$ cat config.mk
export PLATFORM = sky130hd
export DESIGN_NAME = fpu_top
export DESIGN_NICKNAME = d
export VERILOG_FILES = /design/src/hdl/fpu_pkg.sv /design/src/hdl/fpu_addsub.sv /design/src/hdl/fpu_mul.sv /design/src/hdl/fpu_regs.sv /design/src/hdl/fpu_top.sv /design/src/hdl/fpu_unpack.sv
export VERILOG_INCLUDE_DIRS = /design/src /design/src/hdl
export SDC_FILE = /design/constraint.sdc
export NUM_CORES = 1
export LEC_CHECK = 0
export ABC_AREA = 1
export BUFFER_PORTS_ARGS = -buffer_cell sky130_fd_sc_hd__buf_2
export CAP_MARGIN = 10
export CORE_MARGIN = 3
export CORE_UTILIZATION = 44
export DETAILED_ROUTE_END_ITERATION = 10
export PLACE_DENSITY = 0.59
export SLEW_MARGIN = 20
export SYNTH_ARGS = -nofsm -noshare
export SYNTH_HDL_FRONTEND = slang
export SYNTH_SLANG_ARGS = --single-unit
export TNS_END_PERCENT = 100
$ cat constraint.sdc
create_clock -name clk -period 7.42 [get_ports clk]
set_clock_uncertainty 0.2 [all_clocks]
set_input_delay 0 -clock clk [delete_from_list [all_inputs] [get_ports clk]]
set_output_delay 0 -clock clk [all_outputs]
set_load 0.02 [all_outputs]
$ cat src/hdl/fpu_config.svh
// format widths, bus map and opcodes for the fpu, included by the package and the rtl modules
`ifndef FPU_CONFIG_SVH
`define FPU_CONFIG_SVH

// single-precision format
`define FPU_WIDTH      32
`define FPU_EXP_W      8
`define FPU_FRAC_W     23
`define FPU_BIAS       127

// 24-bit mantissa plus sign and carry guard bits
`define FPU_MANT_W     26

// shift-and-add iterations, one per multiplier bit
`define FPU_MUL_STEPS  24

// register bus map
`define FPU_ADDR_OPA0  4'h0
`define FPU_ADDR_OPB0  4'h4
`define FPU_ADDR_OP    4'h8
`define FPU_ADDR_START 4'h9
`define FPU_ADDR_RES0  4'h9

// operation codes
`define FPU_OP_ADD     4'd0
`define FPU_OP_SUB     4'd1
`define FPU_OP_MUL     4'd2

`endif

$ cat src/hdl/fpu_pkg.sv
// shared fpu types: the operation code and the structs handed from stage to stage
`include "fpu_config.svh"

package fpu_pkg;

  // codes 3 and up are legal on the bus and run as add
  typedef enum logic [3:0] {
    OP_ADD = `FPU_OP_ADD,
    OP_SUB = `FPU_OP_SUB,
    OP_MUL = `FPU_OP_MUL
  } fpu_op_e;

  typedef struct packed {
    logic                   sign;
    logic [`FPU_EXP_W-1:0]  exp;
    logic [`FPU_FRAC_W-1:0] frac;
  } ieee_t;

  // one command as issued by the register front end
  typedef struct packed {
    fpu_op_e op;
    ieee_t   a;
    ieee_t   b;
  } cmd_t;

  // unpack stage output, read by both the add/sub and the multiply stage
  typedef struct packed {
    fpu_op_e                      op;
    logic signed [`FPU_MANT_W-1:0] a_mant;
    logic signed [`FPU_MANT_W-1:0] b_mant;
    // common exponent after alignment, unbiased
    logic [`FPU_EXP_W-1:0]        exp;
    logic                         a_zero;
    // raw fields for the multiplier
    logic [`FPU_FRAC_W:0]         a_raw;
    logic [`FPU_FRAC_W:0]         b_raw;
    logic [`FPU_EXP_W-1:0]        a_exp;
    logic [`FPU_EXP_W-1:0]        b_exp;
    logic                         a_sign;
    logic                         b_sign;
  } aligned_t;

endpackage

$ cat src/hdl/fpu_addsub.sv
// add/sub stage: combines the aligned mantissas, normalizes and registers the result
`timescale 1ns/1ps
`include "fpu_config.svh"

module fpu_addsub (
  input  logic              clk,
  input  logic              arst,
  input  fpu_pkg::aligned_t stage,
  input  logic              stage_valid,
  output fpu_pkg::ieee_t    sum,
  output logic              sum_valid
);

  localparam int EW   = `FPU_EXP_W;
  localparam int MW   = `FPU_MANT_W;
  localparam int FW   = `FPU_FRAC_W;
  localparam int LZ_W = $clog2(`FPU_FRAC_W + 2);

  logic            is_sub;
  logic            take;
  logic [MW-1:0]   total;
  logic [MW-1:0]   mag;
  logic [MW-1:0]   norm;
  logic [LZ_W-1:0] lz;
  logic [EW-1:0]   exp_n;
  fpu_pkg::ieee_t  next_sum;

  assign is_sub = stage.op == fpu_pkg::OP_SUB;
  assign take   = stage_valid && stage.op != fpu_pkg::OP_MUL;
  assign total  = is_sub ? stage.a_mant - stage.b_mant : stage.a_mant + stage.b_mant;
  assign mag    = total[MW-1] ? -total : total;

  // distance of the top set bit from the hidden bit position
  always_comb begin
    lz = '0;
    for (int i = 0; i <= FW; i++) begin
      if (mag[i]) lz = LZ_W'(FW - i);
    end
  end

  always_comb begin
    norm  = mag;
    exp_n = stage.exp;
    if (mag[MW-1]) begin
      norm  = mag >> 2;
      exp_n = stage.exp + EW'(2);
    end else if (mag[MW-2]) begin
      norm  = mag >> 1;
      exp_n = stage.exp + EW'(1);
    end else begin
      norm  = mag << lz;
      exp_n = stage.exp - EW'(lz);
    end
    if (total == '0) next_sum = '0;
    // a is zero, pass b through unchanged apart from the sign
    else if (stage.a_zero) next_sum = '{sign: stage.b_sign ^ is_sub,
                                        exp: stage.b_exp + EW'(`FPU_BIAS),
                                        frac: stage.b_raw[FW-1:0]};
    else next_sum = '{sign: total[MW-1], exp: exp_n + EW'(`FPU_BIAS), frac: norm[FW-1:0]};
  end

  always_ff @(posedge clk or posedge arst) begin
    if (arst) sum_valid <= 1'b0;
    else sum_valid <= take;
  end

  always_ff @(posedge clk) begin
    if (take) sum <= next_sum;
  end

endmodule

$ cat src/hdl/fpu_mul.sv
// multiply stage: iterative shift-and-add on the mantissas with exponent sum and normalization
`timescale 1ns/1ps
`include "fpu_config.svh"

module fpu_mul (
  input  logic              clk,
  input  logic              arst,
  input  fpu_pkg::aligned_t stage,
  input  logic              stage_valid,
  output fpu_pkg::ieee_t    product,
  output logic              product_valid
);

  localparam int EW = `FPU_EXP_W;
  localparam int FW = `FPU_FRAC_W;
  localparam int RW = `FPU_FRAC_W + 1;
  localparam int PW = 2 * RW + 1;
  localparam int CW = $clog2(`FPU_MUL_STEPS + 1);

  logic           running;
  logic           shift_ph;
  logic [CW-1:0]  step;
  logic           start;
  logic           last;
  // upper half accumulates, lower half holds what is left of the multiplier
  logic [PW-1:0]  acc;
  logic [RW-1:0]  mcand;
  logic [EW-1:0]  exp_sum;
  logic           sign_p;
  fpu_pkg::ieee_t next_product;

  assign start = stage_valid && stage.op == fpu_pkg::OP_MUL && !running;
  assign last  = running && step == CW'(`FPU_MUL_STEPS);

  // product is in [1,4), bump the exponent when bit 2^1 is set
  always_comb begin
    if (acc[2*RW-1]) next_product = '{sign: sign_p, exp: exp_sum + EW'(1),
                                      frac: acc[2*RW-2 -: FW]};
    else next_product = '{sign: sign_p, exp: exp_sum, frac: acc[2*RW-3 -: FW]};
  end

  always_ff @(posedge clk or posedge arst) begin
    if (arst) begin
      running       <= 1'b0;
      shift_ph      <= 1'b0;
      step          <= '0;
      product_valid <= 1'b0;
    end else begin
      product_valid <= 1'b0;
      if (start) begin
        running  <= 1'b1;
        shift_ph <= 1'b0;
        step     <= '0;
      end else if (last) begin
        running       <= 1'b0;
        product_valid <= 1'b1;
      end else if (running) begin
        shift_ph <= !shift_ph;
        if (shift_ph) step <= step + CW'(1);
      end
    end
  end

  always_ff @(posedge clk) begin
    if (start) begin
      acc     <= PW'(stage.b_raw);
      mcand   <= stage.a_raw;
      exp_sum <= stage.a_exp + stage.b_exp + EW'(`FPU_BIAS);
      sign_p  <= stage.a_sign ^ stage.b_sign;
    end else if (running && !last) begin
      if (shift_ph) acc <= acc >> 1;
      else if (acc[0]) acc[PW-1:RW] <= acc[PW-1:RW] + {1'b0, mcand};
    end
    if (last) product <= next_product;
  end

endmodule

$ cat src/hdl/fpu_regs.sv
// byte-wide bus register file with readback and the command sequencer for busy and cmd_end
`timescale 1ns/1ps
`include "fpu_config.svh"

module fpu_regs (
  input  logic              clk,
  input  logic              arst,
  input  logic [3:0]        addr,
  input  logic              cs,
  input  logic              rd,
  input  logic              wr,
  input  logic              end_ack,
  input  logic [7:0]        databus_in,
  input  fpu_pkg::ieee_t    result,
  input  logic              result_valid,
  output logic [7:0]        databus_out,
  output fpu_pkg::cmd_t     cmd,
  output logic              go,
  output logic              busy,
  output logic              cmd_end
);

  localparam int EW = `FPU_EXP_W;
  localparam int NB = `FPU_WIDTH / 8;
  localparam fpu_pkg::ieee_t ONE = '{sign: 1'b0, exp: EW'(`FPU_BIAS), frac: '0};

  typedef enum logic [1:0] {
    ST_IDLE,
    ST_RUN,
    ST_WAIT_ACK
  } state_e;

  state_e           state;
  fpu_pkg::ieee_t   opa;
  fpu_pkg::ieee_t   opb;
  fpu_pkg::ieee_t   res_q;
  fpu_pkg::fpu_op_e op_q;
  logic             start_req;
  logic             wr_en;
  logic             rd_en;
  logic [3:0]       a_off;
  logic [3:0]       b_off;
  logic [3:0]       r_off;
  logic             a_hit;
  logic             b_hit;
  logic             r_hit;

  assign wr_en = !cs && !wr;
  assign rd_en = !cs && !rd;

  // byte offsets inside each 32-bit register
  assign a_off = addr - `FPU_ADDR_OPA0;
  assign b_off = addr - `FPU_ADDR_OPB0;
  assign r_off = addr - `FPU_ADDR_RES0;
  assign a_hit = a_off < 4'(NB);
  assign b_hit = b_off < 4'(NB);
  assign r_hit = r_off < 4'(NB);

  assign cmd     = '{op: op_q, a: opa, b: opb};
  assign busy    = state != ST_IDLE;
  assign cmd_end = state == ST_WAIT_ACK;

  // -------------------------------------------------------------------------
  // register writes and sequencer
  always_ff @(posedge clk or posedge arst) begin
    if (arst) begin
      opa       <= ONE;
      opb       <= ONE;
      op_q      <= fpu_pkg::OP_ADD;
      res_q     <= '0;
      start_req <= 1'b0;
      go        <= 1'b0;
      state     <= ST_IDLE;
    end else begin
      go <= 1'b0;
      if (wr_en) begin
        if (a_hit) opa[{a_off[1:0], 3'b000} +: 8] <= databus_in;
        if (b_hit) opb[{b_off[1:0], 3'b000} +: 8] <= databus_in;
        if (addr == `FPU_ADDR_OP) op_q <= fpu_pkg::fpu_op_e'(databus_in[3:0]);
        // start while a command is in flight is dropped
        if (addr == `FPU_ADDR_START && state == ST_IDLE) start_req <= 1'b1;
      end
      case (state)
        ST_IDLE: begin
          if (start_req) begin
            start_req <= 1'b0;
            go        <= 1'b1;
            state     <= ST_RUN;
          end
        end
        ST_RUN: begin
          if (result_valid) begin
            res_q <= result;
            // chain the result into operand a
            opa   <= result;
            state <= ST_WAIT_ACK;
          end
        end
        ST_WAIT_ACK: begin
          if (end_ack) state <= ST_IDLE;
        end
        default: state <= ST_IDLE;
      endcase
    end
  end

  // -------------------------------------------------------------------------
  // readback, zero when not selected
  always_comb begin
    databus_out = '0;
    if (rd_en) begin
      if (a_hit) databus_out = opa[{a_off[1:0], 3'b000} +: 8];
      else if (b_hit) databus_out = opb[{b_off[1:0], 3'b000} +: 8];
      else if (addr == `FPU_ADDR_OP) databus_out = {4'b0000, op_q};
      else if (r_hit) databus_out = res_q[{r_off[1:0], 3'b000} +: 8];
    end
  end

endmodule

$ cat src/hdl/fpu_top.sv
// fpu coprocessor top: bus front end feeding the unpack stage and the add/sub and multiply stages
`timescale 1ns/1ps

module fpu_top (
  input  logic       clk,
  input  logic       arst,
  input  logic [3:0] addr,
  input  logic       cs,
  input  logic       rd,
  input  logic       wr,
  input  logic       end_ack,
  input  logic [7:0] databus_in,
  output logic [7:0] databus_out,
  output logic       cmd_end,
  output logic       busy
);

  fpu_pkg::cmd_t     cmd;
  fpu_pkg::aligned_t stage;
  fpu_pkg::ieee_t    sum;
  fpu_pkg::ieee_t    product;
  fpu_pkg::ieee_t    result;
  logic              go;
  logic              stage_valid;
  logic              sum_valid;
  logic              product_valid;
  logic              result_valid;

  // only one stage finishes per command
  assign result       = product_valid ? product : sum;
  assign result_valid = sum_valid | product_valid;

  fpu_regs u_regs (
    .clk(clk), .arst(arst), .addr(addr), .cs(cs), .rd(rd), .wr(wr),
    .end_ack(end_ack), .databus_in(databus_in), .result(result),
    .result_valid(result_valid), .databus_out(databus_out), .cmd(cmd),
    .go(go), .busy(busy), .cmd_end(cmd_end)
  );

  fpu_unpack u_unpack (
    .clk(clk), .arst(arst), .cmd(cmd), .go(go), .stage(stage), .stage_valid(stage_valid)
  );

  fpu_addsub u_addsub (
    .clk(clk), .arst(arst), .stage(stage), .stage_valid(stage_valid),
    .sum(sum), .sum_valid(sum_valid)
  );

  fpu_mul u_mul (
    .clk(clk), .arst(arst), .stage(stage), .stage_valid(stage_valid),
    .product(product), .product_valid(product_valid)
  );

endmodule

$ cat src/hdl/fpu_unpack.sv
// unpack stage: splits both operands into fields and aligns the mantissas for add/sub
`timescale 1ns/1ps
`include "fpu_config.svh"

module fpu_unpack (
  input  logic                clk,
  input  logic                arst,
  input  fpu_pkg::cmd_t       cmd,
  input  logic                go,
  output fpu_pkg::aligned_t   stage,
  output logic                stage_valid
);

  localparam int EW = `FPU_EXP_W;
  localparam int MW = `FPU_MANT_W;
  localparam int RW = `FPU_FRAC_W + 1;

  logic [RW-1:0]     a_raw;
  logic [RW-1:0]     b_raw;
  logic [EW-1:0]     shift;
  logic              a_ge_b;
  logic [MW-1:0]     a_al;
  logic [MW-1:0]     b_al;
  fpu_pkg::aligned_t next_stage;

  // hidden bit only for normal numbers
  assign a_raw  = {|cmd.a.exp, cmd.a.frac};
  assign b_raw  = {|cmd.b.exp, cmd.b.frac};
  assign a_ge_b = cmd.a.exp >= cmd.b.exp;
  assign shift  = a_ge_b ? cmd.a.exp - cmd.b.exp : cmd.b.exp - cmd.a.exp;

  always_comb begin
    a_al = MW'(a_raw);
    b_al = MW'(b_raw);
    // smaller exponent moves right
    if (a_ge_b) b_al = b_al >> shift;
    else a_al = a_al >> shift;
    next_stage.op     = cmd.op;
    next_stage.a_mant = cmd.a.sign ? -a_al : a_al;
    next_stage.b_mant = cmd.b.sign ? -b_al : b_al;
    next_stage.a_exp  = cmd.a.exp - EW'(`FPU_BIAS);
    next_stage.b_exp  = cmd.b.exp - EW'(`FPU_BIAS);
    next_stage.exp    = a_ge_b ? next_stage.a_exp : next_stage.b_exp;
    next_stage.a_zero = ~|{cmd.a.exp, cmd.a.frac};
    next_stage.a_raw  = a_raw;
    next_stage.b_raw  = b_raw;
    next_stage.a_sign = cmd.a.sign;
    next_stage.b_sign = cmd.b.sign;
  end

  always_ff @(posedge clk or posedge arst) begin
    if (arst) stage_valid <= 1'b0;
    else stage_valid <= go;
  end

  always_ff @(posedge clk) begin
    if (go) stage <= next_stage;
  end

endmodule

# [After elaboration in Yosys (flattened, before gate mapping)]
# Index checks and enable logic that the tools add are counted.
[totals] reg_bits=391 inputBits=18 out_inout_bits=10 word_cells=203
[classes] muxes=76 n_reduce_logical=34 addsub=23 n_eq_ne=12 n_lt_le_gt_ge=4 shifts=10 n_bitwise=3
[ops] op="$mux 32" count=6
[ops] op="$mux 26" count=6
[ops] op="$mux 5" count=28
[ops] op="$shiftx 32x6->8" count=3
[ops] op="$neg 26->26" count=3
[ops] op="$mux 24" count=3
[ops] op="$mux 8" count=9
[ops] op="$bwmux 32" count=2
[ops] op="$shift 8x7->32 const A" count=2
[ops] op="$shiftx 8x7->32" count=2
[ops] op="$shr 24x8->26" count=2
[ops] op="$mux 25" count=2
[ops] op="$mux 23" count=2
[ops] op="$mux 31" count=1
[ops] op="$reduce_or 31->1" count=1
[ops] op="$add 26x26->26" count=1
[ops] op="$logic_not 26->1" count=1
[ops] op="$shl 26x5->23" count=1
[ops] op="$sub 26x26->26" count=1
[ops] op="$add 25x24->25" count=1
[ops] op="$add 8x7->8 const B" count=3
[ops] op="$add 8x1->8 const B" count=2
[ops] op="$reduce_or 8->1" count=2
[ops] op="$sub 8x7->8 const B" count=2
[ops] op="other kinds (30)" count=76

# [Longest topological paths before layout]
# Gate-level depths: netlist of run 1.
[logic_depth] ltp_word=33 depth_mapped=68 depth_no_buf=67

# [Modules after synthesis]
# Synthesis of run 1 repeated with hierarchy kept, for this count alone.
[unflattened] cells_unflattened=4188 hier_area_um2=30282.8
[modules_own_cells] module="fpu_unpack" cells_each=1368 seq_area_each_um2=3958.8 instances=1 area_per_inst_um2=10217.3
[modules_own_cells] module="fpu_mul" cells_each=877 seq_area_each_um2=3373.2 instances=1 area_per_inst_um2=7053.0
[modules_own_cells] module="fpu_addsub" cells_each=1060 seq_area_each_um2=985.9 instances=1 area_per_inst_um2=6927.9
[modules_own_cells] module="fpu_regs" cells_each=778 seq_area_each_um2=2620.0 instances=1 area_per_inst_um2=5644.2
[modules_own_cells] module="fpu_top" cells_each=105 seq_area_each_um2=0.0 instances=1 area_per_inst_um2=440.4

# [Worst setup path before layout of run 1]
# Ideal clock, no wire load.
[synth_path] path_kind="reg2reg" start="register, netlist name u_unpack.stage[75]" end="register, netlist name u_addsub.sum[30]" synth_period_minus_slack_ns=7.201 path_stages_with_launch=65 path_buffers=2 required_time_ns=6.965 arrival_time_ns=6.746 path_slack_ns=0.219 setup_time_ns=0.255 cell_sequence="edfxtp_1 > inv_1 > ha_1 > inv_1 > nor3_1 > nand2_1 > or4_1 > nor3_1 > nand3_1 > nand2_1 > nand2_1 > nor2_1 > o21a_1 > xor2_1 > ha_1 > nand2_1 > nand2_1 > nand3_1 > [... 29 more ...] > nand2_2 > nand2_4 > buf_4 > nor2_1 > nor3_1 > inv_1 > fa_1 > o21ai_0 > nand2_1 > nand2_1 > a21oi_1 > xnor2_1 > a21oi_1 > a22oi_1 > nor3_1 > nand3_1 > nand2_1 > nor2_1"
[synth_via] elab_chain_cells=33 word_cells_on_any_way=35 classes_between="add/sub: 5; mux: 29; reduce/logical: 1"
[synth_rtl] item="$add 26x26->26 / $sub 26x26->26 (equally long branches)" line="fpu_addsub.sv:30" text="assign total = is_sub ? stage.a_mant - stage.b_mant : stage.a_mant + stage.b_mant;"
[synth_rtl] item="$mux 26 (*)" line="fpu_addsub.sv:30"
[synth_rtl] item="$neg 26->26" line="fpu_addsub.sv:31" text="assign mag = total[MW-1] ? -total : total;"
[synth_rtl] item="$mux 26" line="fpu_addsub.sv:31"
[synth_rtl] item="$mux 5 (24 in a row)" line="fpu_addsub.sv:37" text="if (mag[i]) lz = LZ_W'(FW - i);"
[synth_rtl] item="$sub 8x5->8" line="fpu_addsub.sv:52" text="exp_n = stage.exp - EW'(lz);"
[synth_rtl] item="$mux 8" line="fpu_addsub.sv:47" text="end else if (mag[MW-2]) begin"
[synth_rtl] item="$mux 8" line="fpu_addsub.sv:44" text="if (mag[MW-1]) begin"
[synth_rtl] item="$add 8x7->8" line="fpu_addsub.sv:59" text="else next_sum = '{sign: total[MW-1], exp: exp_n + EW'(`FPU_BIAS), frac: norm[FW-1:0]};"
[synth_rtl] item="$mux 32" line="fpu_addsub.sv:56" text="else if (stage.a_zero) next_sum = '{sign: stage.b_sign ^ is_sub,"
# Every way passes the cells marked *; elsewhere a longest branch is shown, timed or not.
# A chain may end at the register's enable or synchronous reset.

# [Final worst setup path of run 1]
[layout_path] start="register, netlist name u_unpack.stage[75]" end="register, netlist name u_addsub.sum[29]"
[layout_via] elab_chain_cells=33 word_cells_on_any_way=35 classes_between="add/sub: 5; mux: 29; reduce/logical: 1"
[layout_rtl] item="$add 26x26->26 / $sub 26x26->26 (equally long branches)" line="fpu_addsub.sv:30"
[layout_rtl] item="$mux 26 (*)" line="fpu_addsub.sv:30"
[layout_rtl] item="$neg 26->26" line="fpu_addsub.sv:31"
[layout_rtl] item="$mux 26" line="fpu_addsub.sv:31"
[layout_rtl] item="$mux 5 (24 in a row)" line="fpu_addsub.sv:37"
[layout_rtl] item="$sub 8x5->8" line="fpu_addsub.sv:52"
[layout_rtl] item="$mux 8" line="fpu_addsub.sv:47"
[layout_rtl] item="$mux 8" line="fpu_addsub.sv:44"
[layout_rtl] item="$add 8x7->8" line="fpu_addsub.sv:59"
[layout_rtl] item="$mux 32" line="fpu_addsub.sv:56"
# Marks and branches as above.

==> results of run 1 <==
## layer usage
metal	part of all wire (%)	vias up	GRT usage, %
met3	7.7	175	4.354
met5	0	-	0
met1	45	11900	41.00
met2	44	1080	44.16
met4	3.4	0	9.371
li1	-	12280	-
## state kept, by name, summed over array words and instances, names as in the netlist, 2 cells and up
register / count
u_addsub.sum: 32
u_mul.acc: 49
u_mul.exp_sum: 8
u_mul.mcand: 24
u_mul.product: 32
u_mul.step: 5
u_regs.cmd: 64
u_regs.op_q: 4
u_regs.res_q: 32
u_regs.state: 2
u_unpack.stage: 131
## repair_timing
action,CTS,global route
pin swaps,0,24
gates resized for setup,8,59
buffers inserted,0,8
endpoints found under the setup margin,6,8
hold endpoints to repair,131,0
hold buffers,19,0
## metrics by stage
step / utilization, % / setup TNS, ns / setup WS, ns / hold WS [ns]
floorplan: - / 0 / 0.2191 / -0.1137
global placement: 47.73 / -0.4019 / -0.2360 / -0.01592
detailed placement: 47.73 / -0.6168 / -0.2767 / -0.01218
CTS: 50.36 / 0 / 0.02287 / 0.02659
global route: 50.86 / -3.634 / -0.7869 / 0.09704
finish: 50.87 / -0.1428 / -0.1081 / 0.06752
## cell usage in the layout, fill, tap and decap left out, types with 12 or more instances in the layout
cell	netlist	layout
o211ai_1	25	25
dfxtp_1	25	25
dlygate4sd3_1	0	19
a21oi_1	225	217
nand4_1	40	40
clkinv_1	9	12
dfstp_2	14	14
xor2_1	112	109
buf_4	5	178
dfrtp_1	100	99
nor3_1	45	38
buf_2	17	27
ha_1	102	101
clkbuf_1	115	15
nand2_2	8	13
o22ai_1	23	23
o21ai_1	67	70
inv_1	373	371
nand2_1	890	882
nand3_1	240	236
inv_2	19	19
mux2_2	32	32
clkbuf_16	0	43
o21ai_0	390	381
edfxtp_1	252	252
o21ai_2	7	13
xnor2_1	45	44
nor4_1	13	13
nor2_1	260	254
## worst reg2reg max path: cells and delay by family, from the launching register on
family / cells / cell delay (ns)
AO/OA/AOI/OAI: 7 / 1.01
flip-flops: 1 / 0.39
XOR/XNOR: 3 / 0.44
AND/OR/NAND/NOR: 45 / 3.66
buffers and inverters: 7 / 0.76
adder cells (fa/ha/maj): 3 / 0.83
## final timing paths
| kind | slack (ns) | start | cells past startpoint | to |
|---|---|---|---|---|
| min in group asynchronous | 0.50 | arst | 4 | u_regs.state[1]$_DFFE_PP0P_ |
| hold reg to reg | 0.22 | u_unpack.stage[43]$_DFFE_PP_ | 0 | u_mul.mcand[1]$_DFFE_PP_ |
| hold / removal | 0.07 | addr[3] | 5 | u_regs.cmd[41]$_DFF_PP0_ |
| max in group asynchronous | 5.25 | arst | 5 | u_regs.cmd[52]$_DFF_PP0_ |
| setup reg to reg | -0.11 | u_unpack.stage[75]$_DFFE_PP_ | 65 | u_addsub.sum[29]$_SDFFCE_PN0P_ |
| setup / recovery | -0.11 | u_unpack.stage[75]$_DFFE_PP_ | 65 | u_addsub.sum[29]$_SDFFCE_PN0P_ |
## final cells by class
class	count	area [um^2]	share of cell area [%]
clock inverters	17	192.7	0.6240
flip-flops and latches	391	10940	35.43
repair buffers	230	1772	5.738
diodes	3	7.507	0.02431
clock buffers	62	1187	3.845
inverters	402	1515	4.907
multi-input cells	2641	14280	46.26
well taps	782	978.4	3.169
## cell families (layout without fill, tap and decap cells)
family | count (synthesis) | in the layout | share of synthesized area (%)
AOI/OAI and AO/OA | 790 | 790 | 15.69
xor gates and xnor gates | 163 | 163 | 5.431
adders and majority gates | 108 | 108 | 5.150
buffers and inverters | 558 | 711 | 7.987
DFF | 391 | 391 | 40.34
muxes | 37 | 37 | 1.513
other | 0 | 3 | 0
and+or+nand+nor | 1543 | 1543 | 23.89
==> metrics.md, run 1 <==
| Metric | Value |
|---|---|
| Unrepaired setup endpoints after global routing | `true` |
| Crit path max fanout | `5` |
| Fill cell count | `5,946` |
| Setup CP Type | `reg -> reg` |
| Cell type with the highest aggregate area in the netlist | `edfxtp_1` |
| Post-synthesis average cell area | `7.553 um^2` |
| Total of warnings raised by yosys | `0` |
| RePlAce Congestion | `1.006` |
| Core area | `60,700 um^2` |
| Syn_nets | `3,716` |
| Top cells by instance count after synthesis | `890 x nand2_1, 390 x o21ai_0, 373 x inv_1` |
| Design Area, Final | `30,880 um^2` |
| Clock sinks | `391` |
| Overall routing resource usage | `28.52%` |
| Hold Violations, Final | `0` |
| Starting DRC count in detailed routing | `2,879` |
| Worst Path Required | `7.55 ns` |
| Skew-Pair Late Insertion Delay | `0.59 ns` |
| Setup ws final | `-0.1081 ns` |
| Max Freq | `132.8 MHz` |
| Post-Synthesis Cells | `3,590` |
| CTS tree | `done` |
| Sequential area share after synthesis | `40.34%` |
| Initial antenna violation count | `1` |
| Type of origin of the critical path | `flip-flop` |
| Worst-path clk slew | `0.06 ns` |
| Layout cells sized above 1 | `11.89%` |
| Drt wl/cell | `20.66 um` |
| Final Critical Period | `7.528 ns` |
| Primary FF master, synth | `edfxtp_1` |
| Slowest cell on crit path | `or4_4` |
| Num CTS Buffers | `43` |
| Placed cell areas | `28,970 um^2` |
| Post-synth top area share | `27.91%` |
| Final #Nets | `3,835` |
| Die Span X | `254.3 um` |
| Period utilization | `101.5%` |
| Max-Cap Viols | `0` |
| Starting Density | `44.68%` |
| Number of flops mapped to enable cells by yosys | `252` |
| Max H-tree Level | `2` |
| Synth cell types | `69` |
| CP peak stage delay | `0.44 ns` |
| Failing checks | `setup timing` |
| Crit path max-delay family | `simple AND/OR/NAND/NOR gates` |
| Vias in the first global route | `23,130` |
| Die area | `64,640 um^2` |
| Drt total wl | `93,530 um` |
| Die H | `254.3 um` |
| Most frequent cell after synthesis | `nand2_1` |
| Seq cells post-synth | `391` |
| Vias per Instance | `5.617` |
| Dpl cells | `4,418` |
| CP Buf/Inv Count | `7` |
| Hold WC Path Type | `in -> reg` |
| DPL Wire Length | `71,110 um` |
| Via count | `25,430` |
| Run status | `complete, but fails checks` |
| Area of the mapped netlist | `27,120 um^2` |
| Final setup vio count | `2` |
| I/O Buffers | `27` |
| Clock tree buffer depth | `3` |
| Worst EP arrival | `7.66 ns` |
| CTS Root Cell | `clkbuf_16` |
| Area grow syn2layout | `13.88%` |
| Num ports | `28` |
| Slew at the pin with the worst max-slew slack | `1.110 ns` |
| Main area contributors after synthesis | `edfxtp_1 28%, nand2_1 12%, dfrtp_1 9.2%` |
| Max transition margin | `25.89%` |
| First drt pass iteration count | `6` |
| # DRC | `0` |
| Crit end category | `flip-flop` |
| Largest net degree at the start of global routing | `93` |
| Routed Antenna Nets | `0` |
| Layout Cells excl Fill | `4,528` |
| Async SR Flop Fraction | `29.16%` |
| Most frequent CP cell | `nand2_1` |
| First-pass GRT wire length | `141,000 um` |
| # rows | `90` |
| Count of final max-slew check failures | `0` |
| Total grt overflow | `0` |
Power of run 1 is left out: the tool's default activity adds up to more than one toggle a clock period on the data nets, which glitch-free logic cannot reach.
==> run 2, diff against run 1 <==
--- a/config.mk
+++ b/config.mk
@@ -9,10 +9,12 @@
 export ABC_AREA = 1
 export BUFFER_PORTS_ARGS = -buffer_cell sky130_fd_sc_hd__buf_2
 export CAP_MARGIN = 10
+export CELL_PAD_IN_SITES_DETAIL_PLACEMENT = 1
+export CELL_PAD_IN_SITES_GLOBAL_PLACEMENT = 1
 export CORE_MARGIN = 3
 export CORE_UTILIZATION = 44
 export DETAILED_ROUTE_END_ITERATION = 10
-export PLACE_DENSITY = 0.59
+export PLACE_DENSITY = 0.76
 export SLEW_MARGIN = 20
 export SYNTH_ARGS = -nofsm -noshare
 export SYNTH_HDL_FRONTEND = slang
==> run 2 against run 1 <==
  * The flow still finishes with violations (setup timing)
  * Wire length increased by 18%
  * Register-to-register slack lost 0.14 ns
  * Maximum frequency fell by 1.8%
  * Via count is 6.2% higher
  * Final cell count is 0.55% higher
  * Global-route usage up 5.1 points
  * First-iteration DRC count is 23% lower
  * Core utilization increased by 0.73 points
  * Count of clock-buffer cells in the layout decreased by 5
  * Critical path type unchanged
==> metrics.md, run 2 (synthesis gave the netlist of run 1 again) <==
| Metric | Value |
|---|---|
| Worst EP arrival | `7.81 ns` |
| Initial antenna violation count | `2` |
| Die H | `254.3 um` |
| CTS tree | `done` |
| # DRC | `0` |
| Hold Violations, Final | `0` |
| I/O Buffers | `27` |
| Run status | `complete, but fails checks` |
| Starting DRC count in detailed routing | `2,209` |
| Place WS | `-0.6300 ns` |
| Failing checks | `setup timing` |
| Multi-input logic area | `14,350 um^2` |
| RePlAce Congestion | `0.9970` |
| Layout cells sized above 1 | `13.16%` |
| # rows | `90` |
| Worst Path Required | `7.57 ns` |
| Commonest non-fill, non-tap cell in the layout | `nand2_1` |
| Max H-tree Level | `2` |
| Via count | `27,010` |
| Hold WC Path Type | `in -> reg` |
| Die area | `64,640 um^2` |
| Final Critical Period | `7.665 ns` |
| Largest register FFs | `131` |
| Total grt overflow | `0` |
| Reg area | `10,940 um^2` |
| Final setup vio count | `5` |
| Setup ws final | `-0.2446 ns` |
| First drt pass iteration count | `5` |
| Setup CP Type | `reg -> reg` |
| Count of final max-slew check failures | `0` |
| CTS Root Cell | `clkbuf_16` |
| Num CTS Buffers | `44` |
| Drt total wl | `110,400 um` |
| Crit path max fanout | `17` |
| Worst-path clk slew | `0.06 ns` |
| Die Span X | `254.3 um` |
| Unrepaired setup endpoints after global routing | `true` |
| Max transition margin | `18.87%` |
| Slowest cell on crit path | `or4_4` |
| Clock tree buffer depth | `3` |
| Max Freq | `130.5 MHz` |
| Commonest cells after routing, fill and taps aside | `879 x nand2_1, 379 x o21ai_0, 368 x inv_1` |
| Vias per Instance | `5.931` |
| Dpl cells | `4,423` |
| Final #Nets | `3,860` |
| Vias in the first global route | `27,370` |
| Overall routing resource usage | `33.60%` |
| Largest net degree at the start of global routing | `93` |
| CP peak stage delay | `0.45 ns` |
| Max-Cap Viols | `0` |
| Period utilization | `103.3%` |
| Num ports | `28` |
| Most frequent CP cell | `nand2_1` |
| Setup TNS | `-0.8249 ns` |
| Fill cell count | `7,470` |
| Clock sinks | `391` |
| Layout Cells excl Fill | `4,553` |
| First-pass GRT wire length | `165,700 um` |
| DPL Wire Length | `83,730 um` |
| Type of origin of the critical path | `flip-flop` |
| Area grow syn2layout | `15.51%` |
| Worst reg2reg startpoint | `u_unpack.stage[75]$_DFFE_PP_` |
| Largest Register | `u_unpack.stage` |
| Skew-Pair Late Insertion Delay | `0.61 ns` |
| Worst Setup SP | `u_unpack.stage[75]$_DFFE_PP_` |
| Hold path startpoint | `addr[3]` |
| Crit end category | `flip-flop` |
| Starting Density | `44.68%` |
| Drt wl/cell | `24.26 um` |
| Core area | `60,700 um^2` |
| Slew at the pin with the worst max-slew slack | `1.213 ns` |
| Routed Antenna Nets | `0` |
==> run 2: critical path: cells and delay by family (launching register included) <==
family          cells  cell delay (ns)
fa+ha+maj           3             0.82
simple gates       27             2.96
buf+inv            11             1.02
flops               1             0.39
compound gates     10             1.47
xor+xnor            3             0.55
==> run 2: metal layers <==
| metal | track usage [%] | up-vias | share of wire, % |
|---|---|---|---|
| li1 | - | 12300 | - |
| met1 | 45.47 | 13430 | 43 |
| met2 | 54.82 | 1056 | 46 |
| met3 | 4.660 | 221 | 6.9 |
| met4 | 13.04 | 0 | 4.2 |
| met5 | 0 | - | 0 |
==> run 2: final cells by class <==
class / count / area share, %
Antenna cell: 1 / 0.007989
Clock buffer: 57 / 4.035
Clock inverter: 25 / 1.035
Inverter: 402 / 4.838
Multi-Input combinational cell: 2641 / 45.82
Sequential cell: 391 / 34.93
Tap cell: 782 / 3.124
Timing Repair Buffer: 254 / 6.212
==> run 2: what timing repair did <==
item / CTS / global route
hold endpoints to repair: 133 / 0
pin swaps: 25 / 20
buffers inserted: 19 / 10
gates resized for setup: 46 / 48
hold buffers: 21 / 0
cloned: 0 / 0
endpoints found under the setup margin: 6 / 13
==> run 2: stage by stage <==
stage / utilization (%) / hold slack [ns] / area [um^2]
after CTS: 51.20 / 0.01688 / 31080
final: 51.60 / 0.07428 / 31320
after global routing: 51.60 / 0.09628 / 31320
after detailed placement: 47.77 / -0.01558 / 28990
after global placement: 47.77 / -0.02552 / 28990
after floorplan: - / -0.1137 / 27120
==> run 2: worst paths after layout <==
| check | slack (ns) | to | cells after the start |
|---|---|---|---|
| min in group asynchronous | 0.51 | u_regs.state[1]$_DFFE_PP0P_ | 4 |
| min | 0.07 | u_regs.cmd[41]$_DFF_PP0_ | 5 |
| max reg2reg | -0.24 | u_addsub.sum[30]$_SDFFCE_PN0P_ | 54 |
| min reg2reg | 0.21 | u_mul.mcand[1]$_DFFE_PP_ | 0 |
| max | -0.24 | u_addsub.sum[30]$_SDFFCE_PN0P_ | 54 |
| max in group asynchronous | 5.23 | u_regs.cmd[20]$_DFFE_PP0P_ | 5 |
Power of run 2 is left out for the same reason.
